==> src/source/line_pkg.sv <==
// ======================================================================
// line package
// coordinate, command and colour types shared by the line subsystem
// ======================================================================

`default_nettype none

package line_pkg;

    localparam int CORDW = 16;  // signed coordinate width
    localparam int CIDXW = 4;   // colour index width

    typedef logic signed [CORDW-1:0] coord_t;
    typedef logic [CIDXW-1:0] cidx_t;

    typedef struct packed {
        logic [3:0] red;
        logic [3:0] green;
        logic [3:0] blue;
    } rgb_t;

    typedef enum logic {
        op_clear = 1'b0,  // fill whole framebuffer
        op_line  = 1'b1   // bresenham line
    } cmd_op_t;

    typedef struct packed {
        cmd_op_t op;
        coord_t  x0;
        coord_t  y0;
        coord_t  x1;
        coord_t  y1;
        cidx_t   cidx;
    } line_cmd_t;

    // one framebuffer write
    typedef struct packed {
        coord_t x;
        coord_t y;
        cidx_t  cidx;
    } fb_wr_t;

    // 16 colour palette, 0 is black and 15 is white
    localparam rgb_t PALETTE [16] = '{
        12'h000, 12'h125, 12'h725, 12'h085,
        12'ha53, 12'h554, 12'hccc, 12'hf04,
        12'hfa0, 12'hfe2, 12'h0e3, 12'h2af,
        12'h879, 12'hf7a, 12'hfca, 12'hfff
    };

endpackage

`default_nettype wire

==> src/source/display_timing.sv <==
// ======================================================================
// display timing
// pixel and line counters with sync, data enable and frame strobes
// ======================================================================

`default_nettype none
`timescale 1ns/10ps

module display_timing #(
    parameter int H_ACTIVE = 640,
    parameter int H_FRONT  = 16,
    parameter int H_SYNC   = 96,
    parameter int H_BACK   = 48,
    parameter int V_ACTIVE = 480,
    parameter int V_FRONT  = 10,
    parameter int V_SYNC   = 2,
    parameter int V_BACK   = 33
) (
    input  wire logic       clk_pix,
    input  wire logic       rst,
    output line_pkg::coord_t sx,
    output line_pkg::coord_t sy,
    output logic            hsync,
    output logic            vsync,
    output logic            de,
    output logic            frame,
    output logic            line
);

    // all limits as coordinates so compares stay one width
    localparam line_pkg::coord_t H_ACT  = line_pkg::coord_t'(H_ACTIVE);
    localparam line_pkg::coord_t HS_BEG = line_pkg::coord_t'(H_ACTIVE + H_FRONT);
    localparam line_pkg::coord_t HS_END = line_pkg::coord_t'(H_ACTIVE + H_FRONT + H_SYNC);
    localparam line_pkg::coord_t H_LAST =
        line_pkg::coord_t'(H_ACTIVE + H_FRONT + H_SYNC + H_BACK - 1);
    localparam line_pkg::coord_t V_ACT  = line_pkg::coord_t'(V_ACTIVE);
    localparam line_pkg::coord_t VS_BEG = line_pkg::coord_t'(V_ACTIVE + V_FRONT);
    localparam line_pkg::coord_t VS_END = line_pkg::coord_t'(V_ACTIVE + V_FRONT + V_SYNC);
    localparam line_pkg::coord_t V_LAST =
        line_pkg::coord_t'(V_ACTIVE + V_FRONT + V_SYNC + V_BACK - 1);

    line_pkg::coord_t sx_next, sy_next;  // position for the coming cycle

    always_comb begin
        sx_next = sx + 1'b1;
        sy_next = sy;
        if (sx == H_LAST) begin  // wrap line
            sx_next = '0;
            sy_next = (sy == V_LAST) ? '0 : sy + 1'b1;
        end
    end

    // decode from next position so flags line up with sx and sy
    always_ff @(posedge clk_pix) begin
        if (rst) begin
            sx    <= H_LAST;  // park on last pixel, first active pixel follows
            sy    <= V_LAST;
            hsync <= 1'b1;    // active low
            vsync <= 1'b1;
            de    <= 1'b0;
            frame <= 1'b0;
            line  <= 1'b0;
        end else begin
            sx    <= sx_next;
            sy    <= sy_next;
            hsync <= ~(sx_next >= HS_BEG && sx_next < HS_END);
            vsync <= ~(sy_next >= VS_BEG && sy_next < VS_END);
            de    <= (sx_next < H_ACT) && (sy_next < V_ACT);
            frame <= (sx_next == 0) && (sy_next == V_ACT);  // start of vblank
            line  <= (sx_next == 0);
        end
    end

endmodule

`default_nettype wire

==> config.mk <==
export PLATFORM = sky130hd
export DESIGN_NAME = display_timing
export DESIGN_NICKNAME = d
export VERILOG_FILES = /design/src/source/line_pkg.sv /design/src/source/display_timing.sv
export SDC_FILE = /design/constraint.sdc
export NUM_CORES = 1
export LEC_CHECK = 0
export ABC_AREA = 1
export BUFFER_PORTS_ARGS = -buffer_cell sky130_fd_sc_hd__buf_2
export CAP_MARGIN = 20
export CORE_UTILIZATION = 55
export DETAILED_ROUTE_END_ITERATION = 6
export PLACE_DENSITY = 0.89
export SYNTH_ARGS = -nofsm -noshare
export SYNTH_HDL_FRONTEND = slang
export SYNTH_SLANG_ARGS = --single-unit
==> constraint.sdc <==
create_clock -name clk_pix -period 2.13 [get_ports clk_pix]
set_input_delay 0.213 -clock clk_pix [delete_from_list [all_inputs] [get_ports clk_pix]]
set_output_delay 0.213 -clock clk_pix [all_outputs]
set_load 0.01 [all_outputs]
==> qor.yml <==
grt_start_max_net_pins: 24
initial_utilization_pct: 57.7
synth_fa_ha_area_share_pct: 1.63
crit_fanout: 11
synth_compound_area_share_pct: 4.12
final_max_slew_viol_count: 0
timing.fmax_ghz: 0.518
timing_worst_setup_path_type: "reg -> reg"
placementRows: 23
first_iter_violations: 182
grt_first_pass_wirelength_mm: 10.0
timing.slew.headroom_pct: 70.0
synth_top_family_by_area: "simple AND/OR/NAND/NOR gates"
final.setup.tns_ns: 0
clk-insertion-delay-late_ns: 0.29
cts.hold.buffers_added: 0
worstPathRequired_ns: 2.32
endpoint: "frame$_SDFF_PP0_"
timing.critical_path.buf_inv: 2
core_area_sq_mm: 0.00400
cp-start-kind: "flop"
routed_via_density: 5.36
synth_nets: 384
timing.critical_path.depth: 13
netlist.area_leader.share_pct: 32.1
antenna_cells: 0
comb_power_share_pct: 51.1
first_global_vias: 2300
status: "completed"
dr_total_vias: 2550
clock_skew_ns: 0.00891
finish.utilization_pct: 68.2
critPathLaunch: "sx[1]$_SDFF_PP1_"
flow.area_growth_from_synthesis_pct: 18.2
place.detailed.hpwl_mm: 4.71
synth_seq_cells: 37
ff2ff_path_depth: 13
kind_of_cell_adding_the_most_delay_to_the_critical_path: "simple AND/OR/NAND/NOR gates"
grt_overflow_total: 0
crit-reg2reg-capture: "frame$_SDFF_PP0_"
fp.dieW_um: 66.8
initial_antenna_violation_count: 0
timing.critical_path.cells: "ha_2, nand2_2, nor2_4, nand3_2, nor2_4, buf_6, nand4_1, nand2_1, inv_1, nand2_1, nor2_2, nand3_1, nor2_1"
drt_drc_violations_left: 0
syn-mean-instance-area_sq_um: 6.09
grt_setup_unrepaired: "no"
power.switching_mw: 1.47
power.switching_fraction_pct: 45.5
wl_per_cell_um: 13.3
mostFrequentLayoutCells: "102 x nand2_1, 75 x nor2_1, 41 x inv_1"
rr_startpoint: "sx[1]$_SDFF_PP1_"
design_internal_power_mw: 1.76
worstMarginPinSlew_ns: 0.450
worst_hold_check_path_type: "in -> reg"
fp.dieArea_sq_mm: 0.00446
dr.pass1.iters: 5
gr-usage-all-layers_pct: 30.2
fp.dieH_um: 66.8
final_wirelength_mm: 6.32
cellLeakagePower_nw: 1.34
synthSimpleGateAreaFrac_pct: 49.2
synthXorXnorAreaFrac_pct: 3.80
synthesis.area_sq_mm: 0.00231
sinks_on_clock_net: 37
synth_top_area_cell: "dfxtp_1"
period_needed_ns: 1.93
pwr-share-seq_pct: 29.0
post_synth_main_area_contributors: "dfxtp_1 32%, nand2_1 17%, nor2_1 13%"
r2r_slack_ns: 0.20
buffer_ports.inserted: 38
yosys.cell_types.count: 27
final_antenna_net_count: 0
yosys_warnings: 0
path_clk_slew_ns: 0.08
type_of_element_capturing_the_critical_path: "flop"
n_fill_cell: 374
highest_cell_delay_on_the_worst_timing_path_ns: 0.35
fraction_of_final_layout_cells_sized_beyond_drive_strength_1_pct: 18.8
clk_root_buffer_cell: "clkbuf_8"
cts_inserted_buffers: 5
data_arrival_time_at_the_worst_slack_endpoint_ns: 2.12
final_hold_viol_count: 0
final_net_count: 430
syn_inst: 379
synth.yosys.seq_area_share_pct: 32.1
p_per_area_mw_per_mm2: 1180
irDropWorstVdd_mv: 1.11
setup_violations: 0
cts_tree: "yes"
cts-htree-levels: 2
cell_type_of_the_slowest_stage_on_the_worst_timing_path: "dfxtp_2"
leading_cell_type_in_the_layout_fill_and_taps_excluded: "nand2_1"
fin_crit_sh_pct: 90.6
finalWeightedCongestion: 0.929
post_synth_mux_area_share_pct: 0
io_pins: 39
clockPowerShare_pct: 19.9
max_cap_viol_count: 0
cts-root-to-sink-buffers: 2
worst min path at each step:
stage | from | end | slack [ns] | cells past startpoint
floorplan | rst | sy[10]$_SDFF_PP0_ | 0.28 | 1
global placement | sy[1]$_SDFF_PP0_ | sy[1]$_SDFF_PP0_ | 0.55 | 2
detailed placement | sy[1]$_SDFF_PP0_ | sy[1]$_SDFF_PP0_ | 0.56 | 2
CTS | rst | sy[11]$_SDFF_PP0_ | 0.34 | 2
global route | rst | sy[14]$_SDFF_PP0_ | 0.36 | 2
finish | rst | sy[11]$_SDFF_PP0_ | 0.34 | 2
worst register-to-register path: cells and delay by family, from the launching register on:
family	cells	cell delay, ns
flip-flops	1	0.35
adder cells (fa/ha/maj)	1	0.19
buffers and inverters	2	0.23
AND/OR/NAND/NOR	10	1.07
power by group through the flow:
stage                     sequential, mW  combinational (mW)  clock, mW
after floorplan                    0.979                1.10          0
after global placement             0.936                1.53          0
after detailed placement           0.941                1.56          0
after CTS                          0.926                1.58      0.639
after global routing               0.947                1.83      0.671
final                              0.934                1.65      0.642
cell type report:
class | count | area [sq um] | share of cell area, %
tap | 50 | 62.6 | 2.29
timing repair buffer | 44 | 243 | 8.90
clock buffer | 7 | 86.3 | 3.17
inverter | 48 | 180 | 6.61
sequential | 37 | 742 | 27.2
clock inverter | 1 | 30.0 | 1.10
multi-input combinational | 289 | 1380 | 50.7
Yosys cell counts, drive strengths merged:
master,number
a21oi,3
and2,3
and2b,1
buf,2
clkbuf,3
clkinv,2
dfxtp,37
ha,3
inv,46
nand2,107
nand2b,1
nand3,40
nand3b,1
nand4,11
nor2,86
nor3,5
nor3b,2
o21ai,16
xnor2,3
xor2,7
per-stage QoR:
step / worst slack [ns] / area, sq um / std cells / power [mW] / hold WS (ns)
final: 0.200 / 2730 / 476 / 3.22 / 0.342
after global routing: 0.00834 / 2730 / 476 / 3.45 / 0.356
after CTS: 0.121 / 2690 / 476 / 3.14 / 0.342
after detailed placement: 0.141 / 2570 / 468 / 2.50 / 0.556
after global placement: 0.158 / 2570 / 468 / 2.46 / 0.546
after floorplan: 0.371 / 2310 / 379 / 2.08 / 0.282
registers in the layout (all words and copies together) (netlist names):
signal  count
de          1
frame       1
sy         16
sx         16
line        1
vsync       1
hsync       1
kinds of logic (layout without fill, tap and decap cells):
logic type               count (synthesis)  after routing
AO/OA/AOI/OAI                           19             19
XOR/XNOR                                10             10
adder cells (fa/ha/maj)                  3              3
buffers and inverters                   53            100
flip-flops                              37             37
AND/OR/NAND/NOR                        257            257
routing by layer:
metal	global-route usage [%]	vias up	share of wire, %
met5	0	-	0
met3	4.97	19	6.4
met2	55.4	107	50
met1	33.4	1143	41
met4	13.6	0	2.9
li1	-	1281	-
repair_timing:
item,4_1_cts,5_1_grt
gates resized for setup,0,11
setup buffers,0,0
endpoints found under the setup margin,0,4
(Power assumes the default switching activity.)
